==> src/servo_sig_pkg.sv <==
// sample words are two's complement and the internal signal keeps 8 extra low bits below the ADC
package servo_sig_pkg;

	////////////////////////////////////////////////////////////////////////////
	// converter and datapath widths

	// raw ADC sample width
	localparam int ADC_W = 16;

	// internal signal width through the filters
	localparam int SIG_W = 24;

	// word width sent to each DAC
	localparam int DAC_W = 16;

	// two servo channels
	localparam int N_CH = 2;

	////////////////////////////////////////////////////////////////////////////
	// word types

	typedef logic signed [ADC_W-1:0] adc_word_t;

	typedef logic signed [SIG_W-1:0] sig_t;

	typedef logic signed [DAC_W-1:0] dac_word_t;

endpackage

==> src/servo_cfg_pkg.sv <==
// coefficients are signed fixed point with 16 fraction bits, so gains stay within about +/-2
package servo_cfg_pkg;

	////////////////////////////////////////////////////////////////////////////
	// coefficient format

	// total coefficient width incl sign
	localparam int COEF_W = 18;

	// fraction bits with 1.0 at 2**16
	localparam int COEF_FRAC = 16;

	typedef logic signed [COEF_W-1:0] coef_t;

	////////////////////////////////////////////////////////////////////////////
	// command port opcodes

	// each opcode writes one field of the addressed channel
	typedef enum logic [1:0] {
		// filter on flag from data bit 0
		op_set_on = 2'd0,
		// feedback coefficient
		op_set_a1 = 2'd1,
		// feed-forward coefficient on x
		op_set_b0 = 2'd2,
		// feed-forward coefficient on x_prev
		op_set_b1 = 2'd3
	} cfg_op_e;

endpackage

==> src/filter_cfg_regs.sv <==
// one field per write; new values reach the filters on the cycle after the write
module filter_cfg_regs (
	input  logic                    clk1,
	input  logic                    i_rst,
	input  logic                    i_cfg_we,
	input  servo_cfg_pkg::cfg_op_e  i_cfg_op,
	input  logic                    i_cfg_ch,
	input  servo_cfg_pkg::coef_t    i_cfg_data,
	output logic                    o_on0,
	output logic                    o_on1,
	output servo_cfg_pkg::coef_t    o_a1_0,
	output servo_cfg_pkg::coef_t    o_b0_0,
	output servo_cfg_pkg::coef_t    o_b1_0,
	output servo_cfg_pkg::coef_t    o_a1_1,
	output servo_cfg_pkg::coef_t    o_b0_1,
	output servo_cfg_pkg::coef_t    o_b1_1
);

	////////////////////////////////////////////////////////////////////////////
	// per-channel settings

	logic [servo_sig_pkg::N_CH-1:0] on_q;
	servo_cfg_pkg::coef_t a1_q [servo_sig_pkg::N_CH];
	servo_cfg_pkg::coef_t b0_q [servo_sig_pkg::N_CH];
	servo_cfg_pkg::coef_t b1_q [servo_sig_pkg::N_CH];

	// command decode
	always_ff @(posedge clk1) begin
		if (i_rst) begin
			// all filters off and all gains zero
			on_q <= '0;
			for (int ch = 0; ch < servo_sig_pkg::N_CH; ch++) begin
				a1_q[ch] <= '0;
				b0_q[ch] <= '0;
				b1_q[ch] <= '0;
			end
		end else if (i_cfg_we) begin
			case (i_cfg_op)
				servo_cfg_pkg::op_set_on: on_q[i_cfg_ch] <= i_cfg_data[0];
				servo_cfg_pkg::op_set_a1: a1_q[i_cfg_ch] <= i_cfg_data;
				servo_cfg_pkg::op_set_b0: b0_q[i_cfg_ch] <= i_cfg_data;
				servo_cfg_pkg::op_set_b1: b1_q[i_cfg_ch] <= i_cfg_data;
			endcase
		end
	end

	////////////////////////////////////////////////////////////////////////////
	// level outputs to the filters

	assign o_on0  = on_q[0];
	assign o_on1  = on_q[1];
	assign o_a1_0 = a1_q[0];
	assign o_b0_0 = b0_q[0];
	assign o_b1_0 = b1_q[0];
	assign o_a1_1 = a1_q[1];
	assign o_b0_1 = b0_q[1];
	assign o_b1_1 = b1_q[1];

	// a bad opcode or channel would silently retune the wrong filter
	// every 2-bit code is an opcode, so only unknown bits are illegal
	a_cfg_op_legal: assert property (@(posedge clk1) disable iff (i_rst)
		i_cfg_we |-> !$isunknown({i_cfg_ch, i_cfg_op}))
	else
		$error("filter_cfg_regs: unknown command op or channel");

endmodule

==> config.mk <==
export PLATFORM = sky130hd
export DESIGN_NAME = filter_cfg_regs
export DESIGN_NICKNAME = d
export VERILOG_FILES = /design/src/servo_sig_pkg.sv /design/src/servo_cfg_pkg.sv /design/src/filter_cfg_regs.sv
export SDC_FILE = /design/constraint.sdc
export NUM_CORES = 1
export LEC_CHECK = 0
export BUFFER_PORTS_ARGS = -buffer_cell sky130_fd_sc_hd__buf_2
export CORE_MARGIN = 3
export CORE_UTILIZATION = 45
export DETAILED_ROUTE_END_ITERATION = 8
export PLACE_DENSITY = 0.79
export SYNTH_ARGS = -nofsm -noshare
export SYNTH_HDL_FRONTEND = slang
export SYNTH_SLANG_ARGS = --single-unit
==> constraint.sdc <==
create_clock -name clk1 -period 2.7 [get_ports clk1]
set_input_delay 0.135 -clock clk1 [delete_from_list [all_inputs] [get_ports clk1]]
set_output_delay 0.135 -clock clk1 [all_outputs]
set_load 0.01 [all_outputs]
# Yosys cells after proc, flatten, opt, wreduce, memory -nomap -nowiden
# Memories as Yosys holds them, arrays and structs flattened.
# Index checks and enable logic that the tools add are counted.
op_classes:
  n_eq_ne: 3
  magnitude_cmp: 2
  muxes: 26
  reduce_logical: 6
op_table:
  columns: ["operator", "n"]
  rows:
  - ["$mux 18", 3]
  - ["$reduce_or 18->1", 3]
  - ["$mux 1", 21]
  - ["$eq 2x2->1 const B", 2]
  - ["$bwmux 2", 1]
  - ["$eq 2x1->1 const B", 1]
  - ["$logic_not 2->1", 1]
  - ["$lt 1x2->1 const B", 1]
  - ["$reduce_and 2->1", 1]
  - ["$demux 1 s1", 1]
  - ["$ge 1x1->1 const B", 1]
  - ["$logic_and 1x1->1", 1]
totals:
  output_inout_bits: 110
  mem_count: 3
  wordCells: 41
  ff_bits: 2
  inputBits: 24
  ramBits: 108
mem_list:
  columns: ["memory", "words", "word_bits", "read_ports", "rd_clocked_by_memory_dff", "wr", "line", "rtl"]
  rows:
  - ["a1_q", 2, 18, 2, 0, 2, "filter_cfg_regs.sv:23", "servo_cfg_pkg::coef_t a1_q [servo_sig_pkg::N_CH];"]
  - ["b0_q", 2, 18, 2, 0, 2, "filter_cfg_regs.sv:24", "servo_cfg_pkg::coef_t b0_q [servo_sig_pkg::N_CH];"]
  - ["b1_q", 2, 18, 2, 0, 2, "filter_cfg_regs.sv:25", "servo_cfg_pkg::coef_t b1_q [servo_sig_pkg::N_CH];"]

# Depth between registers and ports, before layout
logic_depth:
  ltp_word: 7
  mapped_depth: 5
  ltp_nobuf: 2

# Least setup slack after synthesis
# OpenSTA, ideal clock, no wires.
synth_timing:
  kind: "input to register"
  startpoint: "input i_cfg_op[1]"
  endpoint: "memory a1_q[1][0] (netlist bit), enable pin"
  arrival_ns: 1.723
  t_required_ns: 2.303
  n_path_buf: 2
  setup_slack_ns: 0.581
  cell_stages: 4
  setup_time_ns: 0.397
  cell_sequence: "or3b_1 buf_6 buf_6 o21bai_1"
synth_lines:
  columns: ["element", "line", "rtl"]
  rows:
  - ["start: declaration", "filter_cfg_regs.sv:6", "input servo_cfg_pkg::cfg_op_e i_cfg_op,"]
  - ["end: declaration", "filter_cfg_regs.sv:23", null]

==> flow_metrics.tcl <==
set metrics [dict create \
    cp_max_fo 17 \
    synth_cell_types 21 \
    ant_nets 0 \
    grt_pass1_wl_um 15360 \
    diodes 0 \
    combPwrFrac 0.101 \
    finalSetupViolCount 0 \
    cts_tree "built" \
    synth_area_per_cell_um2 15.33 \
    synth_cells 279 \
    postLayoutCoreUtil 0.5848 \
    initial_core_util 0.4766 \
    nFillCells 705 \
    p_clk_frac 0.280 \
    cp-start-kind "input pin" \
    syn-num-nets 303 \
    finalCritPeriodShare 0.6245 \
    maxCapViolCount 0 \
    cts.sink_count 110 \
    drive_gt1_frac 0.4372 \
    cpLargestDelayFamily "simple AND/OR/NAND/NOR gates" \
    grt_max_degree 39 \
    root_buffer "clkbuf_8" \
    path_class "input pin to register" \
    crit_path_top_delay_cell "or3b_2" \
    core_area_um2 8976 \
    rows 34 \
    grtUsageTotal 0.1843 \
    finalClockSkew_ns 0 \
    cp-end-kind "register" \
    htreeDepth 3 \
    ys_seq_elements 110 \
    via_per_inst 5.150 \
    synth_top_area_frac 0.7581 \
    synth_commonest_cells "edfxtp_1, nor3_1, and3_1, inv_1, nor3_2" \
    rsz0062_at_grt "no" \
    required_ns 2.77 \
    wl_um 9835 \
    finalSetupTns_ns 0 \
    status "complete, no violations" \
    synth_edf_count 108 \
    hpwlAfterDp_um 7024 \
    die_x_um 103.5 \
    synth_area_um2 4278 \
    port_buffers 133 \
    hold_path.class "input pin to register" \
    async_flop_share 0 \
    grt_overflow 0 \
    cts_setup_buffers 0 \
    grt_pass1_vias 2841 \
    antenna_found_initial 0 \
    ys_top_cells_by_area "edfxtp_1, nor3_1, nor3_2" \
    post-route-min-period_ns 1.686 \
    cp.arrival_ns 1.76 \
    dieArea_um2 10710 \
    ir_drop_uv 281.1 \
    yosysWarnings 0 \
    pwr-share-seq 0.619 \
    critical_path.cell_chain "buf_2 -> or3b_2 -> o21bai_2 -> buf_4" \
    netSwitchingPower_mw 0.8206 \
    crit_buf_inv 2 \
    fp.dieH_um 103.5 \
    area_delta_synth_final_pct 22.70 \
    powerDensity_nw_per_um2 619.8 \
    insertion_delay_ns 0.35 \
    cts.path.max_buffers 2 \
    power.internal_mw 2.432 \
    cts_made_buffers 9 \
    finalMaxSlewViolations 0 \
    yosysTopAreaCell "edfxtp_1" \
    first_iter_violations 130 \
    fin_nets 433 \
    clkTransAtPathRegs_ns 0.11 \
    cts_resized 0 \
    ys.flop_type "edfxtp_1" \
    wire_per_inst_um 18.21 \
    m1WireLength_um 4111 \
    ys_seq_area_frac 0.7675 \
    yosysMostFrequentCell "edfxtp_1" \
    topRoutingLayerUsed "met4" \
    ioPinCount 134 \
    drc 0 \
    ctsHoldBuffers 0 \
    slowest_delay_ns 0.68 \
    total_leakage_power_nw 2.025 \
    route.met3.wl_um 676 \
    hold_viol 0 \
    gp_congestion 0.8392 \
    slew_headroom 0.4020 \
    first_pass_iters 5 \
    vias 2781 \
    switching_share 0.2523 \
    max_freq_mhz 593.0 \
    tightestPinTransition_ns 0.8963 \
    route.met2.wl_um 4937 \
]
## cell families after synthesis
family,synth area share
buffers and inverters,0.04416
multiplexers,0.004680
flip-flops,0.7675
AO/OA/AOI/OAI,0.01053
AND/OR/NAND/NOR,0.1731
## cell type report
| type | instances | area (um2) | share of cell area |
|---|---|---|---|
| repair buffers | 143 | 740.7 | 0.1411 |
| inverters | 18 | 67.56 | 0.01287 |
| multi-input cells | 127 | 819.5 | 0.1561 |
| flip-flops and latches | 110 | 3283 | 0.6255 |
| clock buffers | 9 | 123.9 | 0.02360 |
| well taps | 126 | 157.7 | 0.03004 |
| clock inverters | 7 | 56.30 | 0.01073 |
## through the flow
stage	hold slack, ns	cells	power [mW]	instance area (um2)	setup WS, ns
after global routing	0.08629	540	3.366	5249	0.9035
after global placement	0.4617	524	2.377	5069	0.7284
after floorplan	0.3140	279	2.211	4278	0.5805
final	0.09987	540	3.253	5249	1.014
after detailed placement	0.4702	524	2.383	5069	0.6360
after CTS	0.08585	540	3.263	5249	1.018
## registers in the layout (all words and copies together) (netlist names)
register  flops
b1_q         36
on_q          2
a1_q         36
b0_q         36
## worst paths after layout
check | start | depth (start not counted) | slack [ns] | end
max reg2reg | on_q[1]$_SDFFE_PP0P_ | 2 | 2.10 | on_q[1]$_SDFFE_PP0P_
min reg2reg | on_q[0]$_SDFFE_PP0P_ | 2 | 0.49 | on_q[0]$_SDFFE_PP0P_
min | i_cfg_data[9] | 2 | 0.1 | b0_q[1][9]$_SDFFCE_PN0P_
max | i_rst | 4 | 1.01 | a1_q[0][14]$_SDFFCE_PN0P_
## power groups by stage
stage,Combinational [mW],Clock [mW],Sequential [mW]
final,0.327,0.911,2.01
after global routing,0.355,0.986,2.03
after CTS,0.332,0.915,2.02
after detailed placement,0.331,0,2.05
after global placement,0.323,0,2.05
after floorplan,0.107,0,2.10
## metal layers
| layer | vias up | global-route usage |
|---|---|---|
| met5 | - | 0 |
| met4 | 0 | 0.04748 |
| met3 | 8 | 0.05410 |
| met2 | 108 | 0.3178 |
| met1 | 1365 | 0.2289 |
| li1 | 1300 | - |
## layout by cell type, fill, tap and decap left out
cell	count
o21bai_2	3
or3b_2	1
nand2_1	1
clkbuf_8	9
edfxtp_1	108
inv_6	2
nand2b_2	1
inv_8	1
buf_4	10
nor3_1	72
nand2b_1	3
a21o_1	1
nor4bb_1	1
dfxtp_1	2
buf_2	133
nand4bb_1	1
mux2i_1	2
and4bb_1	1
nand3b_1	1
clkinv_1	1
clkinv_4	1
clkinvlp_4	2
o21bai_1	2
inv_1	18
and3_1	18
nor3_2	18
nor4b_1	1
Note: power is estimated with default switching activity, not from simulation.
