### src/servo_sig_pkg.sv
// sample words are two's complement and the internal signal keeps 8 extra low bits below the ADC
package servo_sig_pkg;

	////////////////////////////////////////////////////////////////////////////
	// converter and datapath widths

	// raw ADC sample width
	localparam int ADC_W = 16;

	// internal signal width through the filters
	localparam int SIG_W = 24;

	// word width sent to each DAC
	localparam int DAC_W = 16;

	// two servo channels
	localparam int N_CH = 2;

	////////////////////////////////////////////////////////////////////////////
	// word types

	typedef logic signed [ADC_W-1:0] adc_word_t;

	typedef logic signed [SIG_W-1:0] sig_t;

	typedef logic signed [DAC_W-1:0] dac_word_t;

endpackage

### src/adc_capture.sv
// samples load only on i_adc_valid and hold otherwise; there is no back-pressure on the strobe
module adc_capture (
	input  logic                     clk1,
	input  logic                     i_rst,
	input  logic                     i_adc_valid,
	input  servo_sig_pkg::adc_word_t i_adc0,
	input  servo_sig_pkg::adc_word_t i_adc1,
	output logic                     o_valid,
	output servo_sig_pkg::sig_t      o_sample0,
	output servo_sig_pkg::sig_t      o_sample1
);

	// zero bits appended below the ADC word
	localparam int PAD_W = servo_sig_pkg::SIG_W - servo_sig_pkg::ADC_W;

	servo_sig_pkg::adc_word_t adc0_q;
	servo_sig_pkg::adc_word_t adc1_q;
	logic valid_q;

	// strobe register
	always_ff @(posedge clk1) begin
		if (i_rst) begin
			valid_q <= 1'b0;
		end else begin
			valid_q <= i_adc_valid;
		end
	end

	// sample registers load both channels on the same strobe
	always_ff @(posedge clk1) begin
		if (i_adc_valid) begin
			adc0_q <= i_adc0;
			adc1_q <= i_adc1;
		end
	end

	assign o_valid = valid_q;

	// ADC word sits in the top bits of the wider signal
	assign o_sample0 = {adc0_q, {PAD_W{1'b0}}};
	assign o_sample1 = {adc1_q, {PAD_W{1'b0}}};

	// a floating strobe would corrupt the whole sample pipeline downstream
	a_adc_valid_known: assert property (@(posedge clk1) disable iff (i_rst)
		!$isunknown(i_adc_valid))
	else
		$error("adc_capture: i_adc_valid unknown");

endmodule

### config.mk
export PLATFORM = sky130hd
export DESIGN_NAME = adc_capture
export DESIGN_NICKNAME = d
export VERILOG_FILES = /design/src/servo_sig_pkg.sv /design/src/adc_capture.sv
export SDC_FILE = /design/constraint.sdc
export NUM_CORES = 1
export LEC_CHECK = 0
export ABC_CLOCK_PERIOD_IN_PS = 800
export BUFFER_PORTS_ARGS = -buffer_cell sky130_fd_sc_hd__buf_2
export CAP_MARGIN = 30
export CORE_UTILIZATION = 35
export DETAILED_ROUTE_END_ITERATION = 16
export GPL_ROUTABILITY_DRIVEN = 0
export HOLD_SLACK_MARGIN = 0.06
export PLACE_DENSITY_LB_ADDON = 0.12
export SLEW_MARGIN = 40
export SYNTH_ARGS = -nofsm -noshare
export SYNTH_HDL_FRONTEND = slang
export SYNTH_SLANG_ARGS = --single-unit
### constraint.sdc
create_clock -name clk1 -period 0.8 [get_ports clk1]
set_input_delay 0 -clock clk1 [delete_from_list [all_inputs] [get_ports clk1]]
set_output_delay 0 -clock clk1 [all_outputs]
set_load 0.05 [all_outputs]
# Word-level counts from Yosys, hierarchy flattened
# Index checks and enable logic that the tools add are counted.
word_totals:
  regBits: 33
  inputBits: 35
  out_inout_bits: 49
  wordCells: 3

# Depth between registers and ports, before layout
# Gate-level depths: netlist of run 1.
logic_depth:
  depth_word: 0
  mapped_depth: 1
  mapped_depth_nobuf: 1

# Worst setup path after synthesis of run 1
# Ideal clock, no wire load.
synth_path:
  path_type: "register to output"
  from: "register adc0_q[2]"
  to: "output port o_sample0[10]"
  t_arrival_ps: 601
  required_ps: 800
  setup_slack_ps: 199
  path_stages_with_launch: 1
  path_buffers: 0
  path_cell_list: "edfxtp_1"
synth_lines:
  columns: ["element", "line_no", "source"]
  rows:
  - ["start: declaration", "adc_capture.sv:16", "servo_sig_pkg::adc_word_t adc0_q;"]
  - ["start signal: assignment", "adc_capture.sv:32", "adc0_q <= i_adc0;"]
  - ["end: declaration", "adc_capture.sv:9", "output servo_sig_pkg::sig_t o_sample0,"]
# No word-level cell between the ends.

# Worst setup path in the final report of run 1
layout_path:
  from: "register adc1_q[6]"
  to: "output port o_sample1[14]"
layout_lines:
  columns: ["element", "line_no", "source"]
  rows:
  - ["start: declaration", "adc_capture.sv:17", "servo_sig_pkg::adc_word_t adc1_q;"]
  - ["start signal: assignment", "adc_capture.sv:33", "adc1_q <= i_adc1;"]
  - ["end: declaration", "adc_capture.sv:10", "output servo_sig_pkg::sig_t o_sample1"]
# No word-level cell between the ends.

==> impl_metrics.toml, run 1 <==
[status]
outcome = "finished with violations"
violations = "setup timing"

[die]
ioPinCount = 84
rows = 20
design.core.area_mm2 = 0.00305
die_area_mm2 = 0.00343
start_util_pct = 36.6
die_w_um = 58.5
die_h_um = 58.5

[worst_setup_path]
crit_chain = "buf_6"
end_kind = "output port"
crit_arrival_ns = 0.90
cp_max_fo = 1
crit_required_ns = 0.80
startpoint_type = "flop"
cp_slowest_stage_delay_ns = 0.41
crit_family = "flip-flops"
critPathKind = "flop to output port"
path_buf_inv = 1
slowest_stage = "edfxtp_1"

[cts]
tritoncts = "yes"
clock_path_buffers = 2
path_clk_slew_ns = 0.09
post_cts_buffers = 0
numCtsBuffers = 5
cts_max_level = 2
cts_root_buffer = "clkbuf_4"
clock_sinks = 33

[route]
avgRoutedWirePerCell_um = 11.3
drt-vias-per-instance = 3.81
num_vias = 781
drc = 0
drtIter0Drc = 16
drt-pass1-iter-count = 4
wl_mm = 2.32
ant_nets = 0

[sta]
tns_ns = -2.43
rsz0062_at_grt = "yes"
slew_violations = 0
post-route-period-util_pct = 112
fin_crit_ns = 0.898
finalSetupViolCount = 33
fmax_mhz = 1110
layout_setup_ws_ns = -0.0978
timing.hold.ws_ns = 0.125
hold_viol_final = 0

[synth]
synth_warnings = 0
ys_types = 5
yosysSeqAreaShare_pct = 87.7
avgSynthCellArea_um2 = 21.9
syn_area_mm2 = 0.00112
syn_inst = 51
synth-seq-cells = 33

[run]
drv_cap = 0

[global_route]
grt_pass1_wl_mm = 3.32
gr-total-overflow = 0
grt_max_degree = 28
antenna_found_initial = 0
track_usage_pct = 14.1
grt_pass1_vias = 775

[power]
leakage_nw = 0.901
peakVddDrop_uv = 1040
cellPowerDensity_mw_per_mm2 = 1990
p_total_mw = 4.11

[final_layout]
num-fill-cells = 216
drive_above_1_share_pct = 47.8
fin_util_pct = 67.8
n_antenna_cell = 0
nets = 195
fin_cells = 205
area_growth_pct = 85.1

[worst_hold_path]
min_path_type = "input port to flop"

[placed_design]
dp_cells = 163
port_buffers = 67
cell type report:
cell class                 instances  area [µm²]  share of cell area [%]
clock buffer                       5        37.5                    1.81
sequential                        33         982                    47.4
clock inverter                     3        12.5                   0.604
timing repair buffer             103         910                    43.9
multi-input combinational         17        73.8                    3.56
tap                               44        55.1                    2.66
layout by cell type, fill, tap and decap left out, types with 2 or more instances in the layout:
cell | Yosys | final
dlygate4sd3_1 | 0 | 34
buf_2 | 0 | 34
buf_6 | 0 | 33
edfxtp_1 | 32 | 32
conb_1 | 1 | 16
clkbuf_4 | 0 | 5
clkinv_1 | 0 | 2
state kept, by name, summed over array words and instances, names as in the netlist:
signal	cells
adc0_q	16
o_valid	1
adc1_q	16
logic make-up after synthesis:
logic type,after synthesis,synth area share [%]
buffers and inverters,16,10.7
DFF,33,87.7
other,1,0.335
and+or+nand+nor,1,1.23
cell usage after synthesis (all sizes together):
library cell / number / area share [%]
nor2b: 1 / 1.2
buf: 16 / 11
conb: 1 / 0.34
edfxtp: 32 / 86
dfxtp: 1 / 1.8
metrics by stage:
stage	setup slack (ns)	area, µm²
after floorplan	0.199	1170
after global placement	0.196	1470
after detailed placement	0.185	1470
after CTS	-0.137	2070
after global routing	-0.171	2070
final	-0.0978	2070
report_power, final:
part / total (mW) / switching [mW] / internal (mW)
combinational: 1.18 / 0.756 / 0.423
clock: 0.829 / 0.512 / 0.317
sequential: 2.11 / 0.0598 / 2.05
total: 4.11 / 1.33 / 2.79
layer usage:
layer	share of wire [%]	GRT usage, %	vias up	routed length, µm
met3	8.9	7.47	2	207
li1	-	-	371	-
met4	0.30	4.08	0	7
met2	58	27.6	50	1340
met1	33	12.0	358	765
met5	0	0	-	0
what timing repair did:
item	CTS	global route
endpoints found under the hold margin	37	0
resized for setup	67	0
cloned	0	0
endpoints found under the setup margin	33	33
hold buffers	34	0
final timing paths:
kind | startpoint | end | cells past startpoint
worst min-delay path | i_adc_valid | adc1_q[6]$_DFFE_PP_ | 2
worst max-delay path | adc1_q[6]$_DFFE_PP_ | o_sample1[14] | 1
Power figures use the tool's default switching activity.
==> inputs of run 2 (changes only) <==
ABC_AREA = 1   (was unset)
SETUP_SLACK_MARGIN = 0.5   (was unset)
==> impl_metrics.toml, run 2 <==
[global_route]
track_usage_pct = 12.0
antenna_found_initial = 0
grt_pass1_vias = 589
grt_max_degree = 23
grt_pass1_wl_mm = 2.71
gr-total-overflow = 0

[route]
ant_nets = 0
drc = 0
num_vias = 653
drt-pass1-iter-count = 2
drtIter0Drc = 8
wl_mm = 1.94
drt-vias-per-instance = 3.80
avgRoutedWirePerCell_um = 11.3

[cts]
numCtsBuffers = 5
clock_path_buffers = 2
tritoncts = "yes"
cts_max_level = 2
path_clk_slew_ns = 0.09
clock_sinks = 33
cts_root_buffer = "clkbuf_4"

[synth]
synth_warnings = 0
ys_types = 6
avgSynthCellArea_um2 = 21.4
synth-seq-cells = 33
syn_inst = 52
synth_area_leader_cell = "edfxtp_1"
synthArstFlopShare_pct = 0
syn_area_mm2 = 0.00111
yosysSeqAreaShare_pct = 88.0
synth_common_cells = "edfxtp_1 (32), buf_4 (16)"
synthTopCellsByArea = "edfxtp_1 (86%), buf_4 (11%), dfxtp_1 (1.8%)"
yosys.cell_count.top_type = "edfxtp_1"
yosysTopAreaCellShare_pct = 86.2
synth_edf_count = 32
synth_ff_type = "edfxtp_1"

[die]
die_w_um = 58.4
die_area_mm2 = 0.00341
design.core.area_mm2 = 0.00303
ioPinCount = 84
start_util_pct = 36.8
rows = 20
die_h_um = 58.4

[worst_hold_path]
min_path_type = "input port to flop"
whs_path_depth = 2
holdPathEnd = "o_valid$_SDFF_PP0_"
min_from = "i_rst"

[power]
peakVddDrop_uv = 1230
power_switching_mw = 1.31
switching_share_pct = 32.8
intPower_mw = 2.68
p_seq_share_pct = 52.7
clkPwrFrac_pct = 20.9
leakage_nw = 0.765
cellPowerDensity_mw_per_mm2 = 2290
p_comb_share_pct = 26.4

[sta]
post-route-period-util_pct = 113
timing.hold.ws_ns = -0.185
finalSetupViolCount = 33
rsz0062_at_grt = "yes"
hold_viol_final = 33
layout_setup_ws_ns = -0.103
fin_crit_ns = 0.903
fmax_mhz = 1110
slew_violations = 0

[worst_setup_path]
critPathKind = "flop to output port"
crit_chain = "buf_6"
startpoint_type = "flop"
cp_slowest_stage_delay_ns = 0.41
crit_arrival_ns = 0.90
cp_max_fo = 1
end_kind = "output port"
slowest_stage = "edfxtp_1"
path_buf_inv = 1
crit_family = "flip-flops"
crit_required_ns = 0.80

[final_layout]
final_cell_mix = "buf_2 (34), edfxtp_1 (32), buf_6 (32), conb_1 (16), clkbuf_4 (5)"
nets = 162
drive_above_1_share_pct = 60.2
mostFrequentLayoutCell = "buf_2"
area_growth_pct = 56.6
fin_cells = 172
fin_util_pct = 57.6
n_antenna_cell = 0

[status]
outcome = "finished with violations"
violations = "hold timing, setup timing"

[placed_design]
port_buffers = 67
dp_cells = 164
dp_hpwl_mm = 1.39

[run]
drv_cap = 0
[run 2: how the worst max path moves through the flow]
stage                               from              endpoint  slack [ns]  depth (start not counted)
finish               adc1_q[4]$_DFFE_PP_         o_sample1[12]       -0.10                          1
CTS                 adc1_q[11]$_DFFE_PP_         o_sample1[19]       -0.13                          1
global route         adc0_q[9]$_DFFE_PP_         o_sample0[17]       -0.16                          1
detailed placement           i_adc_valid   adc0_q[6]$_DFFE_PP_        0.17                          2
global placement             i_adc_valid  adc0_q[12]$_DFFE_PP_        0.18                          2
floorplan            adc0_q[2]$_DFFE_PP_         o_sample0[10]        0.20                          0
[run 2: final cells by class]
cell class	instances	area, µm²
multi-input combinational	17	66.3
tap	44	55.1
fill	261	1280
clock buffer	5	37.5
sequential	33	985
inverter	1	3.75
timing repair buffer	69	586
clock inverter	3	12.5
[run 2: routing by layer]
layer	vias to the layer above	global-route usage [%]	routed length, µm
li1	305	-	-
met1	299	10.2	627
met2	47	20.9	1050
met3	2	8.57	249
met4	0	6.12	14
met5	-	0	0
[run 2: power groups by stage]
stage / Sequential (mW) / Clock (mW) / Combinational (mW)
floorplan: 2.59 / 0 / 0.227
global route: 2.12 / 0.958 / 1.09
CTS: 2.10 / 0.890 / 1.06
global placement: 2.11 / 0 / 0.894
finish: 2.10 / 0.836 / 1.05
detailed placement: 2.11 / 0 / 0.900
[run 2: through the flow]
| stage | setup TNS, ns | setup WS (ns) | total power, mW | area [µm²] | hold slack (ns) |
|---|---|---|---|---|---|
| final | -2.57 | -0.103 | 3.99 | 1750 | -0.185 |
| after global routing | -4.32 | -0.160 | 4.16 | 1750 | -0.213 |
| after CTS | -3.44 | -0.134 | 4.05 | 1750 | -0.210 |
| after detailed placement | 0 | 0.172 | 3.01 | 1490 | 0.157 |
| after global placement | 0 | 0.182 | 3.00 | 1490 | 0.154 |
| after floorplan | 0 | 0.199 | 2.82 | 1170 | 0.0576 |
[run 2: kinds of logic (layout without fill, tap and decap cells)]
family | after synthesis | in the layout | share of synthesized area, %
other | 1 | 16 | 0.336
buffers and inverters | 17 | 78 | 11.1
flip-flops | 33 | 33 | 88.0
AND/OR/NAND/NOR | 1 | 1 | 0.562
[run 2: timing repair]
item,in CTS,in global routing
pin swaps,0,0
setup buffers,0,0
setup endpoints to repair,33,33
resized for setup,67,0
endpoints found under the hold margin,33,33
