**src/servo_sig_pkg.sv**
```systemverilog
// sample words are two's complement and the internal signal keeps 8 extra low bits below the ADC
package servo_sig_pkg;

	////////////////////////////////////////////////////////////////////////////
	// converter and datapath widths

	// raw ADC sample width
	localparam int ADC_W = 16;

	// internal signal width through the filters
	localparam int SIG_W = 24;

	// word width sent to each DAC
	localparam int DAC_W = 16;

	// two servo channels
	localparam int N_CH = 2;

	////////////////////////////////////////////////////////////////////////////
	// word types

	typedef logic signed [ADC_W-1:0] adc_word_t;

	typedef logic signed [SIG_W-1:0] sig_t;

	typedef logic signed [DAC_W-1:0] dac_word_t;

endpackage

```
**src/dac_output.sv**
```systemverilog
// the difference wraps at SIG_W; DAC words hold between strobes and read zero after reset
module dac_output #(
	parameter int DAC_W_P = 16
) (
	input  logic                      clk1,
	input  logic                      i_rst,
	input  logic                      i_valid,
	input  servo_sig_pkg::sig_t       i_filt0,
	input  servo_sig_pkg::sig_t       i_filt1,
	output servo_sig_pkg::dac_word_t  o_dac0,
	output servo_sig_pkg::dac_word_t  o_dac1,
	output logic                      o_dac_strobe
);

	// msb of the internal signal
	localparam int MSB = servo_sig_pkg::SIG_W - 1;

	if (DAC_W_P > servo_sig_pkg::SIG_W) begin : g_bad_w
		$error("dac_output: DAC_W_P %0d wider than signal", DAC_W_P);
	end

	servo_sig_pkg::sig_t diff;
	logic signed [DAC_W_P-1:0] dac0_q;
	logic signed [DAC_W_P-1:0] dac1_q;
	logic strobe_q;

	// error signal for the second DAC wraps modulo 2**SIG_W
	assign diff = i_filt0 - i_filt1;

	always_ff @(posedge clk1) begin
		if (i_rst) begin
			dac0_q   <= '0;
			dac1_q   <= '0;
			strobe_q <= 1'b0;
		end else begin
			strobe_q <= i_valid;
			// keep the top bits only
			if (i_valid) begin
				dac0_q <= i_filt0[MSB -: DAC_W_P];
				dac1_q <= diff[MSB -: DAC_W_P];
			end
		end
	end

	assign o_dac0       = servo_sig_pkg::dac_word_t'(dac0_q);
	assign o_dac1       = servo_sig_pkg::dac_word_t'(dac1_q);
	assign o_dac_strobe = strobe_q;

	// back-to-back DAC strobes only from back-to-back filter results
	a_strobe_pairs: assert property (@(posedge clk1) disable iff (i_rst)
		(o_dac_strobe && $past(o_dac_strobe)) |-> ($past(i_valid) && $past(i_valid, 2)))
	else
		$error("dac_output: double strobe without double input");

endmodule

```
**config.mk**
```make
export PLATFORM = sky130hd
export DESIGN_NAME = dac_output
export DESIGN_NICKNAME = d
export VERILOG_FILES = /design/src/servo_sig_pkg.sv /design/src/dac_output.sv
export SDC_FILE = /design/constraint.sdc
export NUM_CORES = 1
export LEC_CHECK = 0
export ABC_AREA = 1
export BUFFER_PORTS_ARGS = -buffer_cell sky130_fd_sc_hd__buf_2
export CAP_MARGIN = 30
export CORE_MARGIN = 5
export CORE_UTILIZATION = 47
export CTS_CLUSTER_DIAMETER = 200
export DETAILED_ROUTE_END_ITERATION = 6
export GPL_ROUTABILITY_DRIVEN = 0
export HOLD_SLACK_MARGIN = 0.05
export PLACE_DENSITY = 0.77
export SETUP_SLACK_MARGIN = 0.02
export SLEW_MARGIN = 20
export SYNTH_ARGS = -nofsm -noshare
export SYNTH_HDL_FRONTEND = slang
export SYNTH_SLANG_ARGS = --single-unit
```
**constraint.sdc**
```tcl
create_clock -name clk1 -period 1.7 [get_ports clk1]
set_clock_uncertainty 0.15 [all_clocks]
set_input_delay 0.255 -clock clk1 [delete_from_list [all_inputs] [get_ports clk1]]
set_output_delay 0.255 -clock clk1 [all_outputs]
set_load 0.01 [all_outputs]
```
* After elaboration in Yosys (flattened, before gate mapping) *
Index checks and enable logic that the tools add are counted.

operators by class
  add/subtract/negate cells = 1
  $mul = 0
  div/mod/pow operators = 0
  order comparisons = 0
  equal/unequal tests = 0
  shift-type cells = 0
  muxes and demuxes = 0
  bitwise logic cells = 0
  reduce and logical (&&, ||, !) cells = 0

operators by type and width
  cell               number
  24-bit subtractor  1

storage, ports and cells
  register bits = 33
  latch bits = 0
  RAM bits = 0
  bits in read-only memories = 0
  input bits = 51
  output and inout bits = 33
  logic and storage cells = 4
  memories kept = 0

* Logic depth before layout (Yosys ltp) *
Gate-level depths: netlist of the first run.

  word-level depth = 1
  mapped depth = 14
  gate-level depth less buffers = 14

* Worst setup path after synthesis of the first run *
No wires, ideal clock.

  path type = input -> register
  from = input i_filt1[10]
  to = register dac1_q[4], in the netlist o_dac1[4]
  arrival time = 1.389 ns
  data required time = 1.441 ns
  setup slack = 0.052 ns
  stages = 11
  path buffers = 0
  cells stage by stage = inv_1 ha_1 nand2_2 inv_1 a21oi_2 nand2_1 a21oi_1 xor2_1 nand2_1 nand2_1 inv_1

on the way
  longest elaborated chain between the ends = 1

ends and longest elaborated chain
  what                    RTL line          source
  start: declaration      dac_output.sv:9   input servo_sig_pkg::sig_t i_filt1,
  24-bit subtractor       dac_output.sv:28  assign diff = i_filt0 - i_filt1;
  end signal: assignment  dac_output.sv:40  dac1_q <= diff[MSB -: DAC_W_P];
  end: declaration        dac_output.sv:24  logic signed [DAC_W_P-1:0] dac1_q;

Every way passes these cells.
A chain may end at the register's enable or synchronous reset.

* Worst setup path in the final report of the first run *
  from = input i_filt1[7]
  to = register dac1_q[10], in the netlist o_dac1[10]

Same word-level chain as after synthesis.

==> reports/results.ini, run 1 <==
[logic_synthesis]
ys_async_sr_fraction_pct = 0
synth_top_cell_by_area = dfxtp_1
ys_warn_count = 0
synthCells = 479
synth_area_per_cell_um2 = 5.833
syn_nets = 552
netlist.area_leader.share_pct = 23.65
synth_cell_type_count = 27
synth_edf_count = 0
yosysSeqAreaShare_pct = 23.65
synthTopCellsByArea = dfxtp_1 24%, nand2_1 18%, inv_1 12%
syn_area_um2 = 2794
synth_ff_type = dfxtp_1
synth_seq_cells = 33

[layout]
n_fill_cell = 524
num-nets-final = 664
drive_gt1_share_pct = 29.56
layout-area-overhead-vs-synth_pct = 34.35
num_antenna_cells = 0
utilization_pct = 64.16

[sta]
fmax_ghz = 0.6188
tns_ns = 0
worst_slew_pin_slew_ns = 0.2657
setup_viol = 0
drv_slew = 0
hold_violations = 0
rsz0062_at_grt = yes
slew_headroom_pct = 82.16
layout_min_cycle_time_ns = 1.616
fin_ws_ns = 0.08398
layout_worst_path_cycle_share_pct = 95.06

[critical_path]
crit_type = primary input to flip-flop
path_max_fanout = 3
slowest_stage = ha_1
cp_num_buf_inv = 4
crit_chain = buf_2 > inv_1 > ha_1 > nand2_1 > buf_4 > nor2_1 > nand2_1 > nand2_1 > nand2_1 > nand4_1 > nand3_1 > nand2_1 > inv_1
end_kind = flip-flop
arrival_ns = 1.66
cp.required_ns = 1.75
slowest_delay_ns = 0.34
startpoint_type = primary input
cpLargestDelayFamily = simple AND/OR/NAND/NOR gates
cp_common_cell = nand2_1

[status]
outcome = complete, no violations

[grt]
grt_antenna_before_repair = 0
grt_max_degree = 24
track_usage_pct = 20.82
first_global_vias = 3036
overflow = 0
grt_pass1_wl_um = 12790

[clocking]
htree_num_levels = 2
clock_path_buffers = 2
clock_latency_ns = 0.28
path_clk_slew_ns = 0.07
cts.sinks = 33
cts_hold_buf = 0
clock-root-buffer = clkbuf_8
cts_buffers = 5
cts_tree = built

[placed_design]
pre_cts_ws_ns = -0.2210
dp_hpwl_um = 6497
portBuffers = 83

[pwr]
p_leak_nw = 2.191
p_per_area_nw_per_um2 = 702.3
combPwrFrac_pct = 37.9
clock_power_share_pct = 29.0
peakVddDrop_v = 0.0004734
swShare_pct = 35.34
internal-power_mw = 1.705
p_sw_mw = 0.9316
power_frac_seq_pct = 33.1

[die]
start_util_pct = 47.75
rows = 28
dieArea_um2 = 7586
ios = 84
die_w_um = 87.10
die_y_um = 87.10
core_area_um2 = 5851

[min_path]
hp-class = primary input to flip-flop

[routing]
drc_errors = 0
antenna_left = 0
via_count = 3262
routed_wl_um = 8126
vias_per_cell = 4.891
dr.pass1.iters = 4
post_drt_wl_per_cell_um = 12.18
first_iter_violations = 173

[flow_run]
maxCapViolations = 0

[worst min-delay path, cell delays in order]
cell    delay (ns)
buf_2         0.09
nor2_1        0.04
nor2_1        0.08
[final cells by class]
class                           instances  area [µm²]  share of cell area, %
Timing Repair Buffer                  114       648.1                  17.27
Clock inverter                          3       46.29                  1.233
Sequential cell                        33       660.6                  17.60
Clock buffer                            5       68.82                  1.833
Multi-Input combinational cell        341        1876                  49.97
Tap cell                               75       93.84                  2.500
Inverter                               96       360.3                  9.600
[layer usage]
metal,vias up,wire (µm),global-route usage (%)
met1,1454,3448,25.67
met3,18,587,3.974
met2,105,3869,35.96
met4,0,221,7.392
met5,-,0,0
li1,1685,-,-
[synth_stat cells (6+ instances only)]
cell,number
inv_1,89
inv_2,7
nand4_1,7
o21ai_0,19
a21oi_1,16
dfxtp_1,33
nor2_1,70
nand3_1,32
nand2_2,8
clkbuf_1,6
nand2_1,134
ha_1,22
nor2_2,6
[state kept, by name (all words and copies together) (netlist names)]
register      cells
o_dac0           16
o_dac1           16
o_dac_strobe      1
[cell families (layout without fill, tap and decap cells)]
group | Yosys count | in the layout | synth area share [%]
flip-flops | 33 | 33 | 23.65
adder cells (fa/ha/maj) | 22 | 22 | 9.852
buffers and inverters | 105 | 218 | 14.64
XOR/XNOR | 8 | 8 | 2.508
AND/OR/NAND/NOR | 265 | 265 | 40.44
AO/OA/AOI/OAI | 46 | 46 | 8.912
[stage by stage]
stage	hold WS [ns]	std cells	total power [mW]	cell area (µm²)
CTS	0.05401	666	2.575	3595
detailed placement	0.3192	658	1.807	3480
global route	0.06974	667	2.811	3754
global placement	0.3091	658	1.789	3480
floorplan	0.2399	479	1.456	2794
finish	0.06261	667	2.636	3754
[worst paths after layout]
kind / startpoint / endpoint / slack (ns) / cells after the start
worst max register to register: o_dac1[15]$_SDFFE_PP0P_ / o_dac1[15]$_SDFFE_PP0P_ / 0.90 / 4
worst max-delay path: i_filt1[7] / o_dac1[10]$_SDFFE_PP0P_ / 0.08 / 13
worst min register to register: o_dac1[5]$_SDFFE_PP0P_ / o_dac1[5]$_SDFFE_PP0P_ / 0.33 / 2
worst min-delay path: i_filt0[13] / o_dac0[5]$_SDFFE_PP0P_ / 0.06 / 3
[what timing repair did]
| item | in CTS | in global routing |
|---|---|---|
| endpoints found under the setup margin | 0 | 13 |
| setup buffers | 0 | 1 |
| resized for setup | 0 | 28 |
| hold endpoints to repair | 0 | 0 |
[power by group through the flow]
stage	sequential, mW	clock, mW	combinational (mW)
2_1_floorplan	0.919	0	0.537
3_3_place_gp	0.886	0	0.903
3_5_place_dp	0.888	0	0.919
4_1_cts	0.872	0.779	0.925
5_1_grt	0.880	0.819	1.11
6_report	0.872	0.765	0.999
[layout by cell type, fill, tap and decap left out, types with 11 or more instances in the layout]
cell type	instances
a21oi_1	11
dfxtp_1	33
inv_1	89
nand3_1	32
buf_2	83
ha_1	13
o21ai_0	19
nor2_1	66
buf_4	31
nand2_1	131
No activity file was read; power rests on OpenSTA's default activity.
==> run 2, diff against run 1 <==
--- a/config.mk
+++ b/config.mk
@@ -15,6 +15,7 @@
 export GPL_ROUTABILITY_DRIVEN = 0
 export HOLD_SLACK_MARGIN = 0.05
 export PLACE_DENSITY = 0.77
+export REMOVE_ABC_BUFFERS = 1
 export SETUP_SLACK_MARGIN = 0.02
 export SLEW_MARGIN = 20
 export SYNTH_ARGS = -nofsm -noshare
==> reports/results.ini, run 2 (synthesis results as in run 1) <==
[status]
outcome = complete, no violations

[sta]
layout_worst_path_cycle_share_pct = 96.40
hold_violations = 0
drv_slew = 0
rsz0062_at_grt = yes
setup_viol = 0
timing.hold.ws_ns = 0.06436
slew_headroom_pct = 76.89
tns_ns = 0
worst_slew_pin_slew_ns = 0.3467
fin_ws_ns = 0.06128
layout_min_cycle_time_ns = 1.639
fmax_ghz = 0.6102

[critical_path]
cp.required_ns = 1.73
startpoint_type = primary input
slowest_stage = ha_1
cp_common_cell = nand2_1
crit_chain = buf_2 > ha_1 > nand2_1 > nand2_1 > nand2_1 > nand2_1 > inv_1 > nand2_1 > a21oi_1 > xor2_1 > o21ai_0
crit_type = primary input to flip-flop
end_kind = flip-flop
path_max_fanout = 3
arrival_ns = 1.67
slowest_delay_ns = 0.32

[grt]
grt_pass1_wl_um = 12500
overflow = 0
track_usage_pct = 20.39
first_global_vias = 2996
grt_max_degree = 35
grt_antenna_before_repair = 0

[layout]
n_fill_cell = 571
layout_commonest_cell = nand2_1
num_antenna_cells = 0
num-nets-final = 655
mostFrequentLayoutCells = 131 x nand2_1, 89 x inv_1, 83 x buf_2
layout-area-overhead-vs-synth_pct = 30.90
drive_gt1_share_pct = 27.79

[clocking]
cts_hold_buf = 0
clock-root-buffer = clkbuf_8
clock_path_buffers = 2
clock_latency_ns = 0.29
path_clk_slew_ns = 0.08
postCtsSetupBuffers = 0
htree_num_levels = 2
cts.repair.resized = 0
cts_tree = built
cts.sinks = 33
cts_buffers = 5

[pwr]
p_per_area_nw_per_um2 = 713.3
p_leak_nw = 2.137
peakVddDrop_v = 0.0004017

[flow_run]
maxCapViolations = 0

[routing]
via_count = 3241
first_iter_violations = 233
dr.pass1.iters = 5
routed_wl_um = 8054
drc_errors = 0
antenna_left = 0
post_drt_wl_per_cell_um = 12.24
vias_per_cell = 4.926

[min_path]
hp-class = primary input to flip-flop

[die]
rows = 28
ios = 84
die_w_um = 87.10
start_util_pct = 47.75
die_y_um = 87.10
dieArea_um2 = 7586
core_area_um2 = 5851

[placed_design]
dp_hpwl_um = 6162
portBuffers = 83
pre_cts_ws_ns = -0.2084

## run 2: cell count changes in the layout (fill, tap and decap cells not counted), sizes merged
| cell | delta |
|---|---|
| buf | -9 |
| clkbuf | +2 |
| clkinvlp | -1 |
| clkinv | -1 |
## run 2: layout make-up
cell class              count  area (µm²)  share of cell area, %
multi-input cells         341        1846                  50.46
flip-flops and latches     33       660.6                  18.06
repair buffers            105       580.6                  15.87
inverters                  96       360.3                  9.853
well taps                  75       93.84                  2.566
clock buffers               7       86.33                  2.361
clock inverters             1       30.03                 0.8211
## run 2: stage by stage
step	total power [mW]	util, %	instance area [µm²]	instances
after floorplan	1.438	-	2745	470
after global placement	1.751	58.45	3420	650
after detailed placement	1.769	58.45	3420	650
after CTS	2.570	60.44	3536	658
after global routing	2.766	62.51	3657	658
final	2.609	62.51	3657	658
## run 2: power by group
part	internal, mW	switching, mW	total, mW
Clock	0.478	0.316	0.794
Sequential	0.840	0.0308	0.870
Combinational	0.393	0.551	0.944
Total	1.71	0.898	2.61
## run 2: worst paths after layout
path / startpoint / to / slack [ns] / cells past startpoint
max: i_filt0[3] / o_dac1[2]$_SDFFE_PP0P_ / 0.06 / 11
min: i_filt0[20] / o_dac0[12]$_SDFFE_PP0P_ / 0.06 / 3
max reg2reg: o_dac1[15]$_SDFFE_PP0P_ / o_dac1[15]$_SDFFE_PP0P_ / 0.89 / 4
min reg2reg: o_dac1[5]$_SDFFE_PP0P_ / o_dac1[5]$_SDFFE_PP0P_ / 0.32 / 2
## run 2: critical path: cells and delay by family
kind,cells,cell delay (ns)
AO/OA/AOI/OAI,2,0.33
XOR/XNOR,1,0.19
buffers and inverters,2,0.17
adder cells (fa/ha/maj),1,0.32
AND/OR/NAND/NOR,5,0.41
## run 2: per-layer routing
metal  vias up  wire [µm]  share of wire (%)  global-route usage [%]
met2       126       4002                 50                   37.34
met4         0        175                2.2                   7.531
li1       1669          -                  -                       -
met1      1425       3360                 42                   23.95
met3        21        515                6.4                   2.744
met5         -          0                  0                       0
